--- src/hdl/engine_pkg.sv ---
package engine_pkg;

    // payload and descriptor vectors
    typedef logic [63:0] flit_data_t;
    typedef logic [2:0]  dest_t;
    typedef logic [3:0]  chain_item_t;
    typedef logic [15:0] desc_chain_t;
    typedef logic [15:0] desc_time_t;

    // head flit field positions
    localparam int DESC_CHAIN_LSB = 0;
    localparam int DESC_TIME_LSB  = 16;
    localparam int DESC_PORT_BIT  = 32;

    // packet buffer admits this many packets
    localparam int unsigned INIT_CREDIT_NUM = 2;
    localparam int PKT_COUNT_W = 2;
    localparam int BUF_DEPTH   = 32;
    localparam int IN_DEPTH    = 4;

    localparam dest_t DEST_DMA       = 3'd1;
    localparam dest_t DEST_DETOUR_LO = 3'd0;
    localparam dest_t DEST_DETOUR_HI = 3'd3;

    typedef struct packed {
        flit_data_t data;
        logic       last;
    } flit_t;

    typedef struct packed {
        flit_t flit;
        dest_t dest;
    } out_flit_t;

    typedef struct packed {
        logic sub;
        logic add;
    } credit_ctrl_t;

    typedef enum logic [1:0] {ADMIT_IDLE, ADMIT_INSERT, ADMIT_DETOUR} admit_state_t;

    typedef enum logic [1:0] {
        CMP_IDLE,
        CMP_BUSY,
        CMP_EGRESS_HEAD,
        CMP_EGRESS_DATA
    } compute_state_t;

endpackage

--- src/hdl/admission_ctrl.sv ---
`timescale 1ns/100ps

module admission_ctrl (
    input  logic                  clk,
    input  logic                  rst,
    input  engine_pkg::flit_t     in_flit,
    input  logic                  in_valid,
    output logic                  in_ready,
    output engine_pkg::flit_t     buf_flit,
    output logic                  buf_valid,
    input  logic                  buf_ready,
    output engine_pkg::out_flit_t det_flit,
    output logic                  det_valid,
    input  logic                  det_ready,
    input  logic                  pkt_released,
    output logic                  credit_sub
);
    import engine_pkg::*;

    admit_state_t           state;
    logic [PKT_COUNT_W-1:0] pkt_count;
    dest_t                  det_dest;
    logic                   last_fire;

    // payload goes to both paths, only valid and ready are steered
    assign buf_flit = in_flit;
    assign det_flit = '{flit: in_flit, dest: det_dest};

    always_comb begin
        buf_valid = 1'b0;
        det_valid = 1'b0;
        in_ready  = 1'b0;
        case (state)
            ADMIT_INSERT: begin
                buf_valid = in_valid;
                in_ready  = buf_ready;
            end
            ADMIT_DETOUR: begin
                det_valid = in_valid;
                in_ready  = det_ready;
            end
            default: ;
        endcase
    end

    assign last_fire  = in_valid && in_ready && in_flit.last;
    assign credit_sub = (state == ADMIT_INSERT) && last_fire;

    always_ff @(posedge clk) begin
        if (rst) begin
            state     <= ADMIT_IDLE;
            pkt_count <= '0;
            det_dest  <= DEST_DETOUR_LO;
        end else begin
            case (state)
                ADMIT_IDLE: begin
                    // decide on the head flit, one cycle
                    if (in_valid) begin
                        if (pkt_count < PKT_COUNT_W'(INIT_CREDIT_NUM)) begin
                            state <= ADMIT_INSERT;
                        end else begin
                            state    <= ADMIT_DETOUR;
                            det_dest <= in_flit.data[DESC_PORT_BIT] ? DEST_DETOUR_HI
                                                                    : DEST_DETOUR_LO;
                        end
                    end
                end
                default: begin
                    if (last_fire) begin
                        state <= ADMIT_IDLE;
                    end
                end
            endcase

            if (credit_sub && !pkt_released) begin
                pkt_count <= pkt_count + 1'b1;
            end else if (pkt_released && !credit_sub) begin
                pkt_count <= pkt_count - 1'b1;
            end
        end
    end

endmodule

--- src/hdl/compute_engine.sv ---
`timescale 1ns/100ps

module compute_engine (
    input  logic                     clk,
    input  logic                     rst,
    input  engine_pkg::flit_t        in_flit,
    input  logic                     in_valid,
    output logic                     in_ready,
    output engine_pkg::out_flit_t    out_flit,
    output logic                     out_valid,
    input  logic                     out_ready,
    output engine_pkg::credit_ctrl_t credit
);
    import engine_pkg::*;

    flit_t     fifo_flit;
    logic      fifo_valid;
    logic      fifo_ready;
    flit_t     buf_in_flit;
    logic      buf_in_valid;
    logic      buf_in_ready;
    flit_t     buf_out_flit;
    logic      buf_out_valid;
    logic      buf_out_ready;
    out_flit_t det_flit;
    logic      det_valid;
    logic      det_ready;
    out_flit_t cmp_flit;
    logic      cmp_valid;
    logic      cmp_ready;
    logic      credit_sub;
    logic      credit_add;

    assign credit = '{sub: credit_sub, add: credit_add};

    flit_fifo #(.DEPTH(IN_DEPTH)) i_in_fifo (
        .clk(clk), .rst(rst),
        .in_flit(in_flit), .in_valid(in_valid), .in_ready(in_ready),
        .out_flit(fifo_flit), .out_valid(fifo_valid), .out_ready(fifo_ready)
    );

    admission_ctrl i_admit (
        .clk(clk), .rst(rst),
        .in_flit(fifo_flit), .in_valid(fifo_valid), .in_ready(fifo_ready),
        .buf_flit(buf_in_flit), .buf_valid(buf_in_valid), .buf_ready(buf_in_ready),
        .det_flit(det_flit), .det_valid(det_valid), .det_ready(det_ready),
        .pkt_released(credit_add), .credit_sub(credit_sub)
    );

    // holds up to two buffered packets
    flit_fifo #(.DEPTH(BUF_DEPTH)) i_pkt_buf (
        .clk(clk), .rst(rst),
        .in_flit(buf_in_flit), .in_valid(buf_in_valid), .in_ready(buf_in_ready),
        .out_flit(buf_out_flit), .out_valid(buf_out_valid), .out_ready(buf_out_ready)
    );

    compute_fsm i_compute (
        .clk(clk), .rst(rst),
        .buf_flit(buf_out_flit), .buf_valid(buf_out_valid), .buf_ready(buf_out_ready),
        .cmp_flit(cmp_flit), .cmp_valid(cmp_valid), .cmp_ready(cmp_ready),
        .credit_add(credit_add)
    );

    egress_arbiter i_arb (
        .clk(clk), .rst(rst),
        .det_flit(det_flit), .det_valid(det_valid), .det_ready(det_ready),
        .cmp_flit(cmp_flit), .cmp_valid(cmp_valid), .cmp_ready(cmp_ready),
        .out_flit(out_flit), .out_valid(out_valid), .out_ready(out_ready)
    );

endmodule

--- src/hdl/compute_fsm.sv ---
`timescale 1ns/100ps

module compute_fsm (
    input  logic                  clk,
    input  logic                  rst,
    input  engine_pkg::flit_t     buf_flit,
    input  logic                  buf_valid,
    output logic                  buf_ready,
    output engine_pkg::out_flit_t cmp_flit,
    output logic                  cmp_valid,
    input  logic                  cmp_ready,
    output logic                  credit_add
);
    import engine_pkg::*;

    localparam int ITEM_W = $bits(chain_item_t);

    compute_state_t state;
    desc_time_t     head_time;
    desc_chain_t    next_chain;
    chain_item_t    next_item;
    flit_data_t     head_data;
    dest_t          head_dest;
    dest_t          dest_q;
    logic           egress;
    logic           timer_load;
    logic           timer_done;
    logic           fire;

    assign head_time = buf_flit.data[DESC_TIME_LSB +: $bits(desc_time_t)];

    // drop the current hop, next item picks the destination
    always_comb begin
        next_chain = buf_flit.data[DESC_CHAIN_LSB +: $bits(desc_chain_t)] >> ITEM_W;
        next_item  = next_chain[ITEM_W-1:0];
        head_dest  = (next_item == '0) ? DEST_DMA : next_item[$bits(dest_t)-1:0];
        head_data  = buf_flit.data;
        head_data[DESC_CHAIN_LSB +: $bits(desc_chain_t)] = next_chain;
    end

    assign egress     = (state == CMP_EGRESS_HEAD) || (state == CMP_EGRESS_DATA);
    assign cmp_valid  = egress && buf_valid;
    assign buf_ready  = egress && cmp_ready;
    assign fire       = cmp_valid && cmp_ready;
    assign credit_add = fire && buf_flit.last;

    always_comb begin
        cmp_flit.flit.last = buf_flit.last;
        if (state == CMP_EGRESS_HEAD) begin
            cmp_flit.flit.data = head_data;
            cmp_flit.dest      = head_dest;
        end else begin
            cmp_flit.flit.data = buf_flit.data;
            cmp_flit.dest      = dest_q;
        end
    end

    assign timer_load = (state == CMP_IDLE) && buf_valid;

    delay_timer i_timer (
        .clk        (clk),
        .rst        (rst),
        .load       (timer_load),
        .load_value (head_time),
        .done       (timer_done)
    );

    always_ff @(posedge clk) begin
        if (rst) begin
            state  <= CMP_IDLE;
            dest_q <= DEST_DMA;
        end else begin
            case (state)
                CMP_IDLE: begin
                    if (buf_valid) begin
                        state <= (head_time == '0) ? CMP_EGRESS_HEAD : CMP_BUSY;
                    end
                end
                CMP_BUSY: begin
                    if (timer_done) begin
                        state <= CMP_EGRESS_HEAD;
                    end
                end
                CMP_EGRESS_HEAD: begin
                    if (fire) begin
                        dest_q <= head_dest;
                        // a single-flit packet ends on its head
                        state  <= buf_flit.last ? CMP_IDLE : CMP_EGRESS_DATA;
                    end
                end
                default: begin
                    if (credit_add) begin
                        state <= CMP_IDLE;
                    end
                end
            endcase
        end
    end

endmodule

--- src/hdl/delay_timer.sv ---
`timescale 1ns/100ps

module delay_timer (
    input  logic                   clk,
    input  logic                   rst,
    input  logic                   load,
    input  engine_pkg::desc_time_t load_value,
    output logic                   done
);
    import engine_pkg::*;

    desc_time_t count;

    assign done = (count == '0);

    // counts down once per cycle and sticks at zero
    always_ff @(posedge clk) begin
        if (rst) begin
            count <= '0;
        end else if (load) begin
            count <= load_value;
        end else if (!done) begin
            count <= count - 1'b1;
        end
    end

endmodule

--- src/hdl/egress_arbiter.sv ---
`timescale 1ns/100ps

module egress_arbiter (
    input  logic                  clk,
    input  logic                  rst,
    input  engine_pkg::out_flit_t det_flit,
    input  logic                  det_valid,
    output logic                  det_ready,
    input  engine_pkg::out_flit_t cmp_flit,
    input  logic                  cmp_valid,
    output logic                  cmp_ready,
    output engine_pkg::out_flit_t out_flit,
    output logic                  out_valid,
    input  logic                  out_ready
);
    // select 0 is the detour input, 1 the compute input
    logic locked;
    logic sel_q;
    logic prio_cmp;
    logic pick;
    logic sel;
    logic out_fire;

    // round robin only matters when both request
    assign pick = (det_valid && cmp_valid) ? prio_cmp : cmp_valid;
    assign sel  = locked ? sel_q : pick;

    assign out_flit  = sel ? cmp_flit : det_flit;
    assign out_valid = sel ? cmp_valid : det_valid;
    assign det_ready = out_ready && !sel;
    assign cmp_ready = out_ready && sel;
    assign out_fire  = out_valid && out_ready;

    always_ff @(posedge clk) begin
        if (rst) begin
            locked   <= 1'b0;
            sel_q    <= 1'b0;
            prio_cmp <= 1'b0;
        end else begin
            if (out_fire && out_flit.flit.last) begin
                locked   <= 1'b0;
                prio_cmp <= !sel;
            end else if (!locked && out_valid) begin
                // lock as soon as a packet is offered so the output stays stable
                locked <= 1'b1;
                sel_q  <= pick;
            end
        end
    end

endmodule

--- src/hdl/flit_fifo.sv ---
`timescale 1ns/100ps

module flit_fifo #(
    parameter int DEPTH = 4
) (
    input  logic              clk,
    input  logic              rst,
    input  engine_pkg::flit_t in_flit,
    input  logic              in_valid,
    output logic              in_ready,
    output engine_pkg::flit_t out_flit,
    output logic              out_valid,
    input  logic              out_ready
);
    import engine_pkg::*;

    localparam int AW = $clog2(DEPTH);
    localparam logic [AW:0] FULL_COUNT = (AW+1)'(DEPTH);

    flit_t         mem [DEPTH];
    logic [AW-1:0] wr_ptr;
    logic [AW-1:0] rd_ptr;
    logic [AW:0]   count;
    logic [AW:0]   count_next;
    logic          push;
    logic          pop;

    assign push      = in_valid && in_ready;
    assign pop       = out_valid && out_ready;
    assign out_valid = (count != '0);
    assign out_flit  = mem[rd_ptr];

    always_comb begin
        count_next = count;
        if (push && !pop) begin
            count_next = count + 1'b1;
        end else if (pop && !push) begin
            count_next = count - 1'b1;
        end
    end

    always_ff @(posedge clk) begin
        if (push) begin
            mem[wr_ptr] <= in_flit;
        end
    end

    // ready follows the next occupancy and is low through reset
    always_ff @(posedge clk) begin
        if (rst) begin
            wr_ptr   <= '0;
            rd_ptr   <= '0;
            count    <= '0;
            in_ready <= 1'b0;
        end else begin
            if (push) begin
                wr_ptr <= wr_ptr + 1'b1;
            end
            if (pop) begin
                rd_ptr <= rd_ptr + 1'b1;
            end
            count    <= count_next;
            in_ready <= (count_next != FULL_COUNT);
        end
    end

endmodule

--- config.mk ---
export PLATFORM = sky130hd
export DESIGN_NAME = compute_engine
export DESIGN_NICKNAME = d
export VERILOG_FILES = /design/src/hdl/engine_pkg.sv /design/src/hdl/admission_ctrl.sv /design/src/hdl/compute_engine.sv /design/src/hdl/compute_fsm.sv /design/src/hdl/delay_timer.sv /design/src/hdl/egress_arbiter.sv /design/src/hdl/flit_fifo.sv
export SDC_FILE = /design/constraint.sdc
export NUM_CORES = 2
export LEC_CHECK = 0
export BUFFER_PORTS_ARGS = -buffer_cell sky130_fd_sc_hd__clkbuf_2
export CORE_MARGIN = 3
export CORE_UTILIZATION = 55
export DETAILED_ROUTE_END_ITERATION = 12
export PLACE_DENSITY = 0.71
export SLEW_MARGIN = 10
export SYNTH_ARGS = -nofsm -noshare
export SYNTH_HDL_FRONTEND = slang
export SYNTH_HIERARCHICAL = 1
export SYNTH_SLANG_ARGS = --single-unit
--- constraint.sdc ---
create_clock -name clk -period 6.2 [get_ports clk]
set_clock_uncertainty 0.05 [all_clocks]
set_input_delay 0.62 -clock clk [delete_from_list [all_inputs] [get_ports clk]]
set_output_delay 0.62 -clock clk [all_outputs]
set_load 0.02 [all_outputs]
==> reports/qor.yml <==
status: "finished, final reports clean"
clkTransAtPathRegs_ns: 0.06
maxCapViolCount: 0
power.switching_w: 0.00684
layout_commonest_cell: "sky130_fd_sc_hd__edfxtp_1"
cp.arrival_ns: 4.60
final_cell_area_um2: 104000
grt_antenna_before_repair: 3
finalWirelength_mm: 219
floorplan.die.height_um: 419
postSynthAreaPerCell_um2: 23.4
place.gp.congestion: 0.804
max_slew.worst_pin.slew_ns: 1.19
critPathBufInv: 4
globalRouteOverflowTotal: 0
gr-usage-all-layers_pct: 25.5
clk-insertion-delay-late_ns: 0.86
power.sequential.fraction_pct: 55.1
final_layout_size_suffix_gt1_share_pct: 34.1
slew_headroom_pct: 20.7
drtPass1Iterations: 6
stdcell_count: 6579
synth_nets: 4102
finish.net_count: 4276
power_density_nw_per_um2: 315
drt_iter0_drc: 5396
floorplan_die_area_um2: 176000
register_area_um2: 71500
cts-root-buf: "sky130_fd_sc_hd__clkbuf_16"
rsz0062_at_grt: "false"
wire_length_of_the_first_global_routing_pass_mm: 317
timing_worst_setup_path_type: "reg -> out"
postCtsSetupBuffers: 0
synth_warnings: 6
maxSlewViolCount: 0
areaGrowthSynthToFinish_pct: 11.4
cell_count_post_placement: 6100
netSwitchingFraction_pct: 20.8
vdd_ir_drop_max_uv: 274
worstPathRequired_ns: 5.53
initial_core_util_pct: 55.7
ys_async_sr_fraction_pct: 0
max_clock_freq_ghz: 0.190
design.portCount: 141
cts_buffer_depth: 3
resized_gates_after_cts: 0
timing.final.setup_violations: 0
n_fill_cell: 10900
drt_drc_violations_left: 0
die_width_um: 419
grt_max_degree: 117
cts_max_level: 4
final_min_period_over_clock_period_pct: 85.1
place.port_buffers: 140
critPathMaxStageDelay_ns: 0.61
routedWlPerCell_um: 33.2
netlist_area_um2: 93800
cts.sink_count: 2401
tritoncts: "done"
worst_case_setup_margin_in_the_final_layout_ns: 0.926
combPwrFrac_pct: 4.0
post_drt_via_cell_ratio: 6.57
timing_hold_violations_final: 0
detailedPlace.worstSlack_ns: 1.81
critPathSlowestCell: "sky130_fd_sc_hd__o21ai_4"
ctsHoldBuffers: 64
ys_flop_type: "sky130_fd_sc_hd__edfxtp_1"
period_minus_slack_ns: 5.27
p_clk_share_pct: 40.9
crit_path_end_kind: "output pin"
place_area_um2: 96600
postRouteAntennaNets: 0
critical_path.max_fanout: 18
floorplan_row_count: 150
syn_inst: 4013
fin_setup_tns_ns: 0
proportion_of_synthesized_chip_area_in_sequential_cells_pct: 76.2
core-area_um2: 168000
first_global_vias: 43500
timing.critical_path.cells: "inv_1, ha_1, or4b_1, nor2_1, inv_1, and2_2, nand2b_1, o21ai_4, buf_4, nor2_1, a22oi_1, nor2b_1, and3_1, clkbuf_2"
postSynthRegisterBits: 2401
timing.critical_path.max_delay_family: "buffers and inverters"
multiInputGateArea_um2: 20200
synth_cell_type_count: 77
numCtsBuffers: 225
worst_hold_slack_ns: 0.0604
layout_common_cells: "2340 x sky130_fd_sc_hd__edfxtp_1, 715 x sky130_fd_sc_hd__mux4_2, 228 x sky130_fd_sc_hd__clkbuf_16"
min_path_type: "in -> reg"
internal_power_w: 0.0260
dpl.hpwl_mm: 112
synth_enable_flop_cells: 2340
timing.critical_path.from_type: "register"
via_count: 43200
power.leakage_nw: 31.7
-- cell type report --
type / count / area share [%]
clock buffer: 278 / 5.69
inverter: 21 / 0.0755
tap: 2204 / 2.64
multi-input combinational: 1216 / 19.3
timing repair buffer: 322 / 2.55
clock inverter: 135 / 1.25
antenna: 2 / 0.00479
sequential: 2401 / 68.5
-- Yosys cell counts, drive strengths merged (4+ instances only) --
cell	instances	area [µm²]
a21oi	10	50.1
edfxtp	2340	70300
nand4b	5	43.8
buf	293	1990
mux2i	7	70.1
mux4	715	16100
nor4	8	80.1
mux2	134	1510
clkbuf	82	309
nand3b	4	30.0
a211oi	5	42.5
dfxtp	61	1220
o21ai	22	121
inv	21	78.8
nand2b	4	32.5
and2	12	80.1
xnor2	12	105
nor2b	7	46.3
nand4	9	56.3
xor2	17	149
nand2	79	297
and3	7	43.8
or3	4	25.0
nor2	67	251
nor3	6	35.0
ha	20	250
nand3	7	35.0
-- worst paths after layout --
path / startpoint / to / slack, ns / cells after the start
worst max register to register: i_pkt_buf/count[0] / i_admit/pkt_count[1] / 1.60 / 16
worst max-delay path: i_pkt_buf/count[0] / credit[1] / 0.93 / 14
worst min-delay path: in_flit[60] / i_in_fifo/mem[3][60] / 0.06 / 1
worst min register to register: i_compute/dest_q[0] / i_compute/dest_q[0] / 0.45 / 2
-- layer usage --
layer	up-vias	track usage (%)	wire length, µm
met5	-	0	0
met4	0	7.45	6160
met3	370	3.87	20200
met2	2365	40.7	108000
met1	23300	37.1	84400
li1	17200	-	-
-- metrics by stage --
| stage | power (W) | utilization (%) |
|---|---|---|
| after floorplan | 0.0193 | - |
| after global placement | 0.0197 | 57.3 |
| after CTS | 0.0331 | 62.0 |
| after detailed placement | 0.0197 | 57.4 |
| after global routing | 0.0338 | 62.0 |
| final | 0.0329 | 62.0 |
-- power by group through the flow --
stage / Sequential (W) / Combinational (W) / Clock [W]
2_1_floorplan: 0.0184 / 0.000920 / 0
3_3_place_gp: 0.0184 / 0.00125 / 0
3_5_place_dp: 0.0184 / 0.00128 / 0
4_1_cts: 0.0181 / 0.00132 / 0.0137
5_1_grt: 0.0181 / 0.00143 / 0.0143
6_report: 0.0181 / 0.00132 / 0.0135
-- kinds of logic after synthesis --
group / Yosys count / share of synthesized area (%)
flops: 2401 / 76.2
fa+ha+maj: 22 / 0.289
other cells: 1 / 0.00400
simple gates: 239 / 1.30
mux: 856 / 18.9
buf+inv: 396 / 2.54
compound gates: 69 / 0.520
xor+xnor: 29 / 0.271
-- sequential cells by signal, summed over array words and instances, names as in the netlist, 2 cells and up, named ones only --
signal	flops
i_admit/pkt_count	2
i_in_fifo/rd_ptr	2
i_admit/state	2
i_in_fifo/mem	260
i_in_fifo/count	3
i_compute/i_timer/count	16
i_pkt_buf/wr_ptr	5
i_pkt_buf/mem	2080
i_compute/dest_q	3
i_pkt_buf/count	6
i_in_fifo/wr_ptr	2
i_pkt_buf/rd_ptr	5
i_compute/state	2
Power figures use the tool's default switching activity.
